`src/dmm_settings.svh`:
```
/*
  widths, bit positions, register addresses and phase lengths of the DMM control FPGA.
  the phase lengths assume a 20 MHz clk.
*/
`ifndef DMM_SETTINGS_SVH
`define DMM_SETTINGS_SVH

// conditioning vector, 4x4 mux bits + 8 monitor + 5 singles
`define NUM_BITS            29
`define IDX_AZMUX           0
`define IDX_HIMUX           4
`define IDX_HIMUX2          8
`define IDX_SIG_PC_SW       12
`define IDX_LED0            13
`define IDX_MONITOR         14
`define IDX_ADCMUX          22
`define IDX_CMPR_LATCH      26
`define IDX_MEAS_COMPLETE   27
`define IDX_SPI_INTERRUPT   28

// spi frame and register bank
`define REG_WIDTH           32
`define ADDR_WIDTH          7
`define SPI_CMD_BITS        8
`define SPI_FRAME_BITS      40
`define ADDR_ROUTE          7'd1
`define ADDR_MODE           7'd2
`define ADDR_DIRECT         7'd3
`define ADDR_DIRECT2        7'd4

// clk cycles per phase, 10 Hz and 1 kHz
`define ALT_DIV_DEFAULT     2000000
`define AZ_DIV_DEFAULT      20000
// az mux on LO, enable bit set
`define AZ_ZERO_SEL         4'b1011

`endif

```
`src/cond_pkg.sv`:
```
/*
  types of the conditioning output vector and the mode register.
  only the low three bits of the mode register select a source.
*/
`include "dmm_settings.svh"

package cond_pkg;

  // whole conditioning vector, see IDX_ macros for the field layout
  typedef logic [`NUM_BITS-1:0] out_vec_t;

  // one analog mux control, {en, a2, a1, a0}
  typedef logic [3:0] mux4_t;

  typedef enum logic [2:0] {
    MODE_ZERO    = 3'd0,
    MODE_ONES    = 3'd1,
    MODE_COUNT   = 3'd2,
    MODE_DIRECT  = 3'd3,
    MODE_ALT     = 3'd4,
    MODE_AZ      = 3'd5,
    MODE_UNUSED6 = 3'd6,
    MODE_UNUSED7 = 3'd7
  } mode_t;

endpackage

```
`src/spi_pkg.sv`:
```
/*
  types of the SPI frame and the register bank.
  frame is 8 command bits then 32 data bits, MSB first.
*/
`include "dmm_settings.svh"

package spi_pkg;

  // one bank register
  typedef logic [`REG_WIDTH-1:0] reg_word_t;

  // command byte low bits, bit 7 is the write flag
  typedef logic [`ADDR_WIDTH-1:0] reg_addr_t;

  typedef enum logic [1:0] {
    SPI_IDLE,
    SPI_CMD,
    SPI_DATA
  } spi_state_t;

endpackage

```
`src/spi_reg_bank.sv`:
```
/*
  SPI slave, mode 0, pins oversampled by clk through two-flop synchronizers.
  sck must stay below about clk/6 so every edge is seen.
  writes commit on cs release only after exactly 40 bits; unknown addresses read zero.
*/
`include "dmm_settings.svh"

module spi_reg_bank
  import spi_pkg::*;
(
  input  logic      clk,
  input  logic      rst_n,
  input  logic      spi_sck,
  input  logic      spi_cs,
  input  logic      spi_mosi,
  output reg_word_t route,
  output reg_word_t mode,
  output reg_word_t direct,
  output reg_word_t direct2,
  output logic      reg_miso
);

  ////////////////////
  // pin synchronizers
  logic [2:0] sck_q;
  logic [2:0] cs_q;
  logic [1:0] mosi_q;

  logic       sck_rise;
  logic       sck_fall;
  logic       cs_fall;
  logic       cs_rise;
  logic       mosi_s;

  spi_state_t state;
  logic [5:0] bit_cnt;
  logic       wr_flag;
  reg_addr_t  addr;
  reg_addr_t  next_addr;
  reg_word_t  shift_in;
  reg_word_t  rd_shift;
  reg_word_t  read_word;

  // stage 2 against stage 3 gives the edges
  assign sck_rise = sck_q[1] & ~sck_q[2];
  assign sck_fall = ~sck_q[1] & sck_q[2];
  assign cs_fall  = ~cs_q[1] & cs_q[2];
  assign cs_rise  = cs_q[1] & ~cs_q[2];
  assign mosi_s   = mosi_q[1];

  // address as it completes on the last command bit
  assign next_addr = {shift_in[5:0], mosi_s};
  assign reg_miso  = rd_shift[31];

  always_comb
  begin
    case (next_addr)
      `ADDR_ROUTE:   read_word = route;
      `ADDR_MODE:    read_word = mode;
      `ADDR_DIRECT:  read_word = direct;
      `ADDR_DIRECT2: read_word = direct2;
      default:       read_word = '0;
    endcase
  end

  // receive shifter, command bits pass through it too
  always_ff @(posedge clk)
  begin
    if (state != SPI_IDLE && sck_rise)
      shift_in <= {shift_in[30:0], mosi_s};
  end

  ////////////////////
  // frame FSM and registers
  always_ff @(posedge clk)
  begin
    if (!rst_n)
    begin
      sck_q    <= 3'b000;
      cs_q     <= 3'b111;
      mosi_q   <= 2'b00;
      state    <= SPI_IDLE;
      bit_cnt  <= '0;
      wr_flag  <= 1'b0;
      addr     <= '0;
      rd_shift <= '0;
      route    <= '0;
      mode     <= '0;
      direct   <= '0;
      direct2  <= '0;
    end
    else
    begin
      sck_q  <= {sck_q[1:0], spi_sck};
      cs_q   <= {cs_q[1:0], spi_cs};
      mosi_q <= {mosi_q[0], spi_mosi};
      case (state)
        SPI_IDLE:
        begin
          if (cs_fall)
          begin
            state   <= SPI_CMD;
            bit_cnt <= '0;
          end
        end
        SPI_CMD:
        begin
          if (cs_rise)
            state <= SPI_IDLE;
          else if (sck_rise)
          begin
            bit_cnt <= bit_cnt + 1'b1;
            // eighth bit closes the command byte
            if (bit_cnt == 6'(`SPI_CMD_BITS - 1))
            begin
              wr_flag  <= shift_in[6];
              addr     <= next_addr;
              rd_shift <= read_word;
              state    <= SPI_DATA;
            end
          end
        end
        SPI_DATA:
        begin
          if (cs_rise)
          begin
            state <= SPI_IDLE;
            if (wr_flag && bit_cnt == 6'(`SPI_FRAME_BITS))
            begin
              case (addr)
                `ADDR_ROUTE:   route   <= shift_in;
                `ADDR_MODE:    mode    <= shift_in;
                `ADDR_DIRECT:  direct  <= shift_in;
                `ADDR_DIRECT2: direct2 <= shift_in;
                default:       ;
              endcase
            end
          end
          else if (sck_rise)
          begin
            // saturate so an overlong frame never wraps back to 40
            if (bit_cnt != 6'h3f)
              bit_cnt <= bit_cnt + 1'b1;
          end
          // hold bit 31 across the fall that ends the command byte
          else if (sck_fall && bit_cnt > 6'(`SPI_CMD_BITS))
            rd_shift <= {rd_shift[30:0], 1'b0};
        end
        default:
          state <= SPI_IDLE;
      endcase
    end
  end

endmodule

```
`src/spi_4094_route.sv`:
```
/*
  pin to pin route of the SPI lines to the 4094 chain, no clk involved.
  routing needs route[0] set and spi_cs2 low; the 4094 strobe is active high.
*/

module spi_4094_route (
  input  logic       spi_sck,
  input  logic       spi_cs2,
  input  logic       spi_mosi,
  input  logic       u1004_4094_data,
  input  logic       reg_miso,
  input  logic [1:0] route,
  output logic       glb_4094_clk,
  output logic       glb_4094_data,
  output logic       glb_4094_strobe,
  output logic       oe_4094,
  output logic       spi_miso
);

  logic route_act;

  // chain selected and enabled by the mcu
  assign route_act = route[0] & ~spi_cs2;

  // lines held low when not routed
  assign glb_4094_clk    = route_act & spi_sck;
  assign glb_4094_data   = route_act & spi_mosi;
  assign glb_4094_strobe = route_act;

  // output enable of the 4094 outputs, left to the mcu
  assign oe_4094 = route[1];

  // chain return while routed, else the register bank
  assign spi_miso = route_act ? u1004_4094_data : reg_miso;

endmodule

```
`src/pattern_gen.sv`:
```
/*
  test patterns for modes 2 and 4.
  ALT_DIV must be 2 or more; alt_out shows direct2 first, after one full period.
*/

module pattern_gen
  import cond_pkg::*;
#(
  parameter int ALT_DIV = 16
)
(
  input  logic     clk,
  input  logic     rst_n,
  input  out_vec_t direct,
  input  out_vec_t direct2,
  output out_vec_t count_out,
  output out_vec_t alt_out
);

  localparam int DIV_W = $clog2(ALT_DIV);

  logic [DIV_W-1:0] phase_cnt;
  logic             alt_state;

  always_ff @(posedge clk)
  begin
    if (!rst_n)
    begin
      count_out <= '0;
      phase_cnt <= '0;
      alt_state <= 1'b0;
      alt_out   <= '0;
    end
    else
    begin
      // free running, wraps mod 2^29
      count_out <= count_out + 1'b1;
      phase_cnt <= phase_cnt + 1'b1;
      if (phase_cnt == DIV_W'(ALT_DIV - 1))
      begin
        phase_cnt <= '0;
        alt_state <= ~alt_state;
        // state 0 is the direct phase, so its end loads direct2
        if (alt_state)
          alt_out <= direct;
        else
          alt_out <= direct2;
      end
    end
  end

endmodule

```
`src/az_modulator.sv`:
```
/*
  auto-zero sequencer, signal and zero phases of AZ_DIV clk cycles each.
  AZ_DIV must be 2 or more. starts in the signal phase after reset.
*/
`include "dmm_settings.svh"

module az_modulator
  import cond_pkg::*;
#(
  parameter int AZ_DIV = 10
)
(
  input  logic       clk,
  input  logic       rst_n,
  input  mux4_t      az_sig_sel,
  output logic       sig_pc_sw,
  output logic       led0,
  output mux4_t      azmux,
  output logic [7:0] monitor
);

  localparam int DIV_W = $clog2(AZ_DIV);

  logic [DIV_W-1:0] phase_cnt;
  logic             zero_phase;
  logic             phase_pulse;

  always_ff @(posedge clk)
  begin
    if (!rst_n)
    begin
      phase_cnt   <= '0;
      zero_phase  <= 1'b0;
      phase_pulse <= 1'b0;
    end
    else
    begin
      phase_cnt   <= phase_cnt + 1'b1;
      phase_pulse <= 1'b0;
      if (phase_cnt == DIV_W'(AZ_DIV - 1))
      begin
        phase_cnt   <= '0;
        zero_phase  <= ~zero_phase;
        // high in the first cycle of the new phase
        phase_pulse <= 1'b1;
      end
    end
  end

  // precharge closed while the az mux reads the signal
  assign sig_pc_sw = ~zero_phase;
  assign azmux     = zero_phase ? `AZ_ZERO_SEL : az_sig_sel;
  assign led0      = sig_pc_sw;
  assign monitor   = {6'b000000, phase_pulse, zero_phase};

endmodule

```
`src/conditioning_ctl.sv`:
```
/*
  mode select of the conditioning vector, registered once.
  only mode[2:0] counts; codes 6 and 7 drive zeros.
*/
`include "dmm_settings.svh"

module conditioning_ctl
  import cond_pkg::*;
  import spi_pkg::*;
#(
  parameter int ALT_DIV = `ALT_DIV_DEFAULT,
  parameter int AZ_DIV  = `AZ_DIV_DEFAULT
)
(
  input  logic      clk,
  input  logic      rst_n,
  input  reg_word_t mode,
  input  reg_word_t direct,
  input  reg_word_t direct2,
  output out_vec_t  cond_out
);

  out_vec_t   count_out;
  out_vec_t   alt_out;
  out_vec_t   az_vec;
  mode_t      mode_sel;
  logic       az_pc_sw;
  logic       az_led0;
  mux4_t      az_azmux;
  logic [7:0] az_monitor;

  pattern_gen #(.ALT_DIV(ALT_DIV)) u_pattern (
    .clk       (clk),
    .rst_n     (rst_n),
    .direct    (direct[`NUM_BITS-1:0]),
    .direct2   (direct2[`NUM_BITS-1:0]),
    .count_out (count_out),
    .alt_out   (alt_out)
  );

  // the signal phase uses the az mux code held in direct
  az_modulator #(.AZ_DIV(AZ_DIV)) u_az (
    .clk        (clk),
    .rst_n      (rst_n),
    .az_sig_sel (direct[`IDX_AZMUX +: 4]),
    .sig_pc_sw  (az_pc_sw),
    .led0       (az_led0),
    .azmux      (az_azmux),
    .monitor    (az_monitor)
  );

  ////////////////////
  // mode 5 vector
  // himux, himux2, adc switches and the top bits stay with direct
  always_comb
  begin
    az_vec                       = direct[`NUM_BITS-1:0];
    az_vec[`IDX_AZMUX +: 4]      = az_azmux;
    az_vec[`IDX_SIG_PC_SW]       = az_pc_sw;
    az_vec[`IDX_LED0]            = az_led0;
    az_vec[`IDX_MONITOR +: 8]    = az_monitor;
  end

  assign mode_sel = mode_t'(mode[2:0]);

  always_ff @(posedge clk)
  begin
    if (!rst_n)
      cond_out <= '0;
    else
    begin
      case (mode_sel)
        MODE_ZERO:    cond_out <= '0;
        MODE_ONES:    cond_out <= '1;
        MODE_COUNT:   cond_out <= count_out;
        MODE_DIRECT:  cond_out <= direct[`NUM_BITS-1:0];
        MODE_ALT:     cond_out <= alt_out;
        MODE_AZ:      cond_out <= az_vec;
        MODE_UNUSED6: cond_out <= '0;
        MODE_UNUSED7: cond_out <= '0;
        default:      cond_out <= '0;
      endcase
    end
  end

endmodule

```
`src/dmm_top.sv`:
```
/*
  DMM front end control FPGA top; SPI register bank, 4094 route and conditioning outputs.
  spi_cs selects the register bank, spi_cs2 the 4094 chain; both active low.
*/
`include "dmm_settings.svh"

module dmm_top
  import cond_pkg::*;
  import spi_pkg::*;
#(
  parameter int ALT_DIV = `ALT_DIV_DEFAULT,
  parameter int AZ_DIV  = `AZ_DIV_DEFAULT
)
(
  input  logic clk, rst_n,
  input  logic spi_sck, spi_cs, spi_cs2, spi_mosi, u1004_4094_data,
  output logic spi_miso,
  output logic glb_4094_clk, glb_4094_data, glb_4094_strobe, oe_4094,
  output mux4_t azmux, himux, himux2, adcmux,
  output logic [7:0] monitor,
  output logic sig_pc_sw, led0, cmpr_latch, meas_complete, spi_interrupt
);

  reg_word_t route, mode, direct, direct2;
  logic      reg_miso;
  out_vec_t  cond_out;

  spi_reg_bank u_regs (
    .clk (clk), .rst_n (rst_n),
    .spi_sck (spi_sck), .spi_cs (spi_cs), .spi_mosi (spi_mosi),
    .route (route), .mode (mode), .direct (direct), .direct2 (direct2),
    .reg_miso (reg_miso)
  );

  spi_4094_route u_route (
    .spi_sck (spi_sck), .spi_cs2 (spi_cs2), .spi_mosi (spi_mosi),
    .u1004_4094_data (u1004_4094_data), .reg_miso (reg_miso), .route (route[1:0]),
    .glb_4094_clk (glb_4094_clk), .glb_4094_data (glb_4094_data),
    .glb_4094_strobe (glb_4094_strobe), .oe_4094 (oe_4094), .spi_miso (spi_miso)
  );

  conditioning_ctl #(.ALT_DIV(ALT_DIV), .AZ_DIV(AZ_DIV)) u_cond (
    .clk (clk), .rst_n (rst_n),
    .mode (mode), .direct (direct), .direct2 (direct2), .cond_out (cond_out)
  );

  // split the vector onto the board pins
  assign azmux         = cond_out[`IDX_AZMUX +: 4];
  assign himux         = cond_out[`IDX_HIMUX +: 4];
  assign himux2        = cond_out[`IDX_HIMUX2 +: 4];
  assign sig_pc_sw     = cond_out[`IDX_SIG_PC_SW];
  assign led0          = cond_out[`IDX_LED0];
  assign monitor       = cond_out[`IDX_MONITOR +: 8];
  assign adcmux        = cond_out[`IDX_ADCMUX +: 4];
  assign cmpr_latch    = cond_out[`IDX_CMPR_LATCH];
  assign meas_complete = cond_out[`IDX_MEAS_COMPLETE];
  assign spi_interrupt = cond_out[`IDX_SPI_INTERRUPT];

endmodule

```
`config.mk`:
```
export PLATFORM = sky130hd
export DESIGN_NAME = dmm_top
export DESIGN_NICKNAME = d
export VERILOG_FILES = /design/src/cond_pkg.sv /design/src/spi_pkg.sv /design/src/spi_reg_bank.sv /design/src/spi_4094_route.sv /design/src/pattern_gen.sv /design/src/az_modulator.sv /design/src/conditioning_ctl.sv /design/src/dmm_top.sv
export VERILOG_INCLUDE_DIRS = /design/src /design/src/src
export SDC_FILE = /design/constraint.sdc
export NUM_CORES = 1
export LEC_CHECK = 0
export BUFFER_PORTS_ARGS = -buffer_cell sky130_fd_sc_hd__buf_2
export CAP_MARGIN = 20
export CORE_ASPECT_RATIO = 0.8
export CORE_MARGIN = 2
export CORE_UTILIZATION = 35
export CTS_CLUSTER_SIZE = 12
export DETAILED_ROUTE_END_ITERATION = 16
export PLACE_DENSITY_LB_ADDON = 0.3
export REMOVE_ABC_BUFFERS = 1
export SETUP_SLACK_MARGIN = 0.1
export SYNTH_ARGS = -nofsm -noshare
export SYNTH_HDL_FRONTEND = slang
export SYNTH_SLANG_ARGS = --single-unit
```
`constraint.sdc`:
```
create_clock -name clk -period 3 [get_ports clk]
set_input_delay 0.15 -clock clk [delete_from_list [all_inputs] [get_ports clk]]
set_output_delay 0.15 -clock clk [all_outputs]
set_load 0.01 [all_outputs]
```
Word level (Yosys, flattened, before mapping)
Cells that the tools add are included.
{"block": "word_totals", "reg_bits": 342, "inputBits": 7}
{"block": "op_classes", "bitwise_logic": 16, "n_mux": 26, "order_cmp": 1, "reduce_logical": 19, "eq_ne": 34, "addsub": 4}
{"op": "32-bit two-way mux", "n": 6}
{"op": "29-bit one-hot mux with 6 select lines", "n": 1}
{"op": "32-bit one-hot mux with 4 select lines", "n": 1}
{"op": "32-bit one-hot mux with 2 select lines", "n": 1}
{"op": "6-bit two-way mux", "n": 6}
{"op": "29-bit by 1-bit adder with 29-bit output, second input constant", "n": 1}
{"op": "29-bit two-way mux", "n": 1}
{"op": "7-bit by 2-bit == test with 1-bit output, second input constant", "n": 4}
{"op": "4-bit AND reduction", "n": 6}
{"op": "21-bit by 1-bit adder with 21-bit output, second input constant", "n": 1}
{"op": "21-bit == test, second input constant", "n": 1}
{"op": "6-bit one-hot mux with 3 select lines", "n": 1}
{"op": "15-bit by 1-bit adder with 15-bit output, second input constant", "n": 1}
{"op": "15-bit == test, second input constant", "n": 1}
{"op": "7-bit by 1-bit == test with 1-bit output, second input constant", "n": 2}
{"op": "7-bit by 3-bit == test with 1-bit output, second input constant", "n": 2}
{"op": "2-bit by 1-bit inequality test with 1-bit output, second input constant", "n": 7}
{"op": "7-bit AND reduction", "n": 2}
{"op": "3-bit == test, second input constant", "n": 4}
{"op": "2-bit two-way mux", "n": 5}
{"op": "1-bit NOT", "n": 9}
{"op": "1-bit AND", "n": 7}
{"op": "6-bit by 1-bit adder with 6-bit output, second input constant", "n": 1}
{"op": "3-bit by 2-bit == test with 1-bit output, second input constant", "n": 2}
{"op": "other kinds (19)", "n": 27}

Logic depth before layout (Yosys ltp)
{"block": "logic_depth", "depth_word": 7, "ltp_mapped": 9}

Modules after synthesis
A second synthesis with hierarchy kept.
{"block": "unflattened", "hier_cells": 1637, "hier_area_um2": 15018.2}
{"mod": "spi_reg_bank", "area_per_inst_um2": 8956.1, "seq_area_each_um2": 4644.5, "cells_each": 971, "instances": 1}
{"mod": "pattern_gen", "area_per_inst_um2": 3598.5, "seq_area_each_um2": 1601.5, "cells_each": 400, "instances": 1}
{"mod": "conditioning_ctl", "area_per_inst_um2": 1562.7, "seq_area_each_um2": 580.6, "cells_each": 168, "instances": 1}
{"mod": "az_modulator", "area_per_inst_um2": 849.6, "seq_area_each_um2": 340.3, "cells_each": 93, "instances": 1}
{"mod": "spi_4094_route", "area_per_inst_um2": 51.3, "seq_area_each_um2": 0.0, "cells_each": 5, "instances": 1}

Worst setup path after synthesis
Ideal clock, no wire load.
{"block": "synth_path", "path_kind": "reg-to-reg", "startpoint": "register u_regs.state[0]", "endpoint": "register u_regs.shift_in[0], enable pin", "t_arrival_ns": 2.052, "slack_ns": 0.528, "synth_period_minus_slack_ns": 2.472, "required_ns": 2.579, "path_stages_with_launch": 4, "path_cell_list": "dfxtp_1 > inv_1 > ha_1 > nor2_1"}
{"block": "synth_via", "elab_chain_len": 2}
{"item": "start, declared", "line_no": "spi_reg_bank.sv:35", "source": "spi_state_t state;"}
{"item": "start signal, assigned", "line_no": "spi_reg_bank.sv:82", "source": "state <= SPI_IDLE;"}
{"item": "start signal, assigned", "line_no": "spi_reg_bank.sv:102", "source": "state <= SPI_CMD;"}
{"item": "start signal, assigned", "line_no": "spi_reg_bank.sv:109", "source": "state <= SPI_IDLE;"}
{"item": "2-bit nonzero test", "line_no": "spi_reg_bank.sv:69", "source": "if (state != SPI_IDLE && sck_rise)"}
{"item": "1-bit logical AND", "line_no": "spi_reg_bank.sv:69"}
{"item": "end signal, assigned", "line_no": "spi_reg_bank.sv:70", "source": "shift_in <= {shift_in[30:0], mosi_s};"}
{"item": "end, declared", "line_no": "spi_reg_bank.sv:40", "source": "reg_word_t shift_in;"}
No other way between the ends.
A chain may end at the register's enable or synchronous reset.

Worst setup path after layout
{"block": "layout_path", "startpoint": "register u_regs.state[0]", "endpoint": "register u_regs.route[16]"}
{"block": "layout_via", "elab_chain_len": 2}
{"item": "2-bit == test", "line_no": "spi_reg_bank.sv:97", "source": "case (state)"}
{"item": "4-bit AND reduction (no line)"}
{"item": "end signal, assigned", "line_no": "spi_reg_bank.sv:131", "source": "`ADDR_ROUTE: route <= shift_in;"}
{"item": "end, declared", "line_no": "spi_reg_bank.sv:16", "source": "output reg_word_t route,"}
No other way between the ends.

==> flow_metrics.tcl <==
set metrics [dict create \
    critPathTopFamily "simple AND/OR/NAND/NOR gates" \
    grt_pass1_wl_mm 68.1 \
    start_util_pct 35.6 \
    syn_inst 1603 \
    clk_pin_slew_ns 0.06 \
    synth_edf_count 32 \
    seqPwrFrac_pct 50.4 \
    yosys.area.top_type "dfxtp_1" \
    ys_ff_latch 342 \
    postSynth.asyncResetShare_pct 0 \
    finalWirelength_mm 42.5 \
    critPathMaxFanout 26 \
    clkPwrFrac_pct 46.9 \
    syn2layout_area_growth_pct 13.1 \
    hold_class "primary input to flop" \
    numClockSinks 342 \
    yosysSeqAreaShare_pct 47.9 \
    ant_nets 0 \
    cts_buffers 37 \
    ys_types 57 \
    ioPinCount 41 \
    dieWidth_um 235 \
    drive_above_1_share_pct 9.52 \
    ys_warn_count 0 \
    antenna_found_initial 1 \
    fin_worst_hold_slack_ns 0.385 \
    layout_common_cells "dfxtp_1, nand2_1, mux2i_1, a21oi_1, o21ai_0" \
    status "completed" \
    syn-mean-instance-area_um2 9.34 \
    insertion_delay_ns 0.54 \
    start_kind "flop" \
    preCtsSetupSlack_ns 0.457 \
    cpMaxStageDelayCell "buf_4" \
    cp-end-kind "flop" \
    fin_nets 1607 \
    io_buffers 40 \
    hold_buffers 5 \
    drc 0 \
    place_area_um2 15800 \
    setup_viol 0 \
    period_needed_ns 2.59 \
    grt_max_degree 150 \
    grt_pass1_vias 12038 \
    crit_chain "inv_1 > ha_2 > and4b_1 > nand4_1 > nor4b_4 > buf_4 > mux2i_1" \
    setup_ws_ns 0.414 \
    p_int_uw 7160 \
    wl_per_cell_um 19.6 \
    finalHoldViolCount 0 \
    p_leak_uw 0.00527 \
    syn_area_um2 15000 \
    gp_congestion 0.787 \
    worstMarginPinSlew_ns 1.03 \
    critPathArrivalTime_ns 3.03 \
    design_area_um2 16900 \
    synth_top_area_share_pct 41.4 \
    overflow 0 \
    p_sw_share_pct 22.2 \
    row_count 67 \
    clockBufferDepth 3 \
    core_area_um2 42100 \
    slew_headroom_pct 30.5 \
    rsz0062_at_grt "false" \
    path_class "flop to flop" \
    clock_skew_ns 0.0186 \
    ys_top_cells_by_area "dfxtp_1, mux2i_1, edfxtp_1" \
    clock-root-buffer "clkbuf_16" \
    track_usage_pct 19.0 \
    worstPathRequired_ns 3.45 \
    power_density_nw_per_um2 543 \
    final_common_cell "dfxtp_1" \
    max_cap_viol_count 0 \
    viasPerCell 5.77 \
    slew_viol_final 0 \
    dieArea_um2 44500 \
    die_height_um 189 \
    fmax_ghz 0.387 \
    ir_drop_mv 0.452 \
    dp.final_hpwl_mm 26.8 \
    drt_iter0_drc 1132 \
    cts_resized 0 \
    path_buf_inv 2 \
    postCtsSetupBuffers 0 \
    drtPass1Iterations 6 \
    vias 12512 \
    synth_ff_type "dfxtp_1" \
    crit_path_max_incr_delay_ns 0.53 \
    tritoncts "done" \
    comb_power_share_pct 2.7 \
    post-route-period-util_pct 86.2 \
    switchingPower_uw 2050 \
    h-tree-depth 2 \
]
[state kept, by name, indices dropped and copies added, names as in the netlist]
signal and cells:
u_regs.direct2 32, u_regs.sck_q 3, u_regs.cs_q 3, u_cond.u_pattern.phase_cnt 21, u_regs.mode 32, u_regs.addr 7
u_regs.mosi_q 2, u_regs.bit_cnt 6, u_cond.u_az.phase_cnt 15, u_cond.u_pattern.alt_state 1, u_regs.state 2, u_cond.u_pattern.count_out 29
u_cond.cond_out 29, u_regs.rd_shift 32, u_regs.direct 32, u_regs.shift_in 32, u_cond.u_az.zero_phase 1, u_regs.route 32
u_cond.u_az.phase_pulse 1, u_regs.wr_flag 1, u_cond.u_pattern.alt_out 29
[path summary, 6_finish.rpt]
path	depth (start not counted)	slack, ns	to	from
hold / removal	3	0.39	u_regs.mosi_q[0]	spi_mosi
setup reg to reg	7	0.41	u_regs.route[16]	u_regs.state[0]
hold reg to reg	1	0.41	u_regs.cs_q[1]	u_regs.cs_q[0]
setup / recovery	7	0.41	u_regs.route[16]	u_regs.state[0]
[metal layers]
layer	track usage (%)	wire length [um]
met2	28.1	18000
met1	27.6	20300
met4	6.37	1130
met3	3.78	3070
met5	0	0
[cell families after synthesis]
kind of cell / share of synthesized area (%)
flip-flops: 47.9
multiplexers: 10.8
AO/OA/AOI/OAI: 17.6
XOR/XNOR: 1.93
buffers and inverters: 4.41
AND/OR/NAND/NOR: 16.7
adder cells (fa/ha/maj): 0.752
[power by group through the flow]
| stage | combinational, uW | clock, uW | sequential, uW |
|---|---|---|---|
| finish | 247 | 4310 | 4640 |
| floorplan | 118 | 0 | 4740 |
| global route | 272 | 4590 | 4640 |
| detailed placement | 240 | 0 | 4740 |
| global placement | 238 | 0 | 4740 |
| CTS | 246 | 4400 | 4640 |
[worst reg2reg max path, delay by kind of cell, from the launching register on]
kind                     cells  cell delay, ns
AND/OR/NAND/NOR              3            1.04
buffers and inverters        2            0.65
flip-flops                   1            0.34
multiplexers                 1            0.27
adder cells (fa/ha/maj)      1            0.21
[metrics by stage]
stage	util [%]	std cells	total power (uW)	TNS (ns)
after CTS	40.2	2169	9290	0
after global routing	40.2	2169	9510	0
final	40.2	2170	9200	0
after global placement	37.5	2099	4980	0
after detailed placement	37.5	2099	4980	0
after floorplan	-	1463	4860	-299.56
[final cells by class]
class	count	area (um^2)
diodes	1	2.50
clock buffers	58	1080
clock inverters	7	28.8
fillers	4148	25200
inverters	24	92.6
multi-input cells	1097	7210
flip-flops and latches	342	7170
well taps	552	691
repair buffers	89	649
[synth_stat cells, drive strengths merged (15+ instances only)]
cell / n
inv: 24
xor2: 19
or3: 17
nor3: 19
mux2i: 160
a21oi: 121
a22o: 31
a221oi: 53
a211oi: 45
o32ai: 31
o21ai: 70
clkbuf: 116
dfxtp: 310
nor4: 40
nand4: 22
buf: 24
or4: 18
nand2: 204
nand3: 57
nor2: 58
edfxtp: 32
and2: 15
Power figures use the tool's default switching activity.
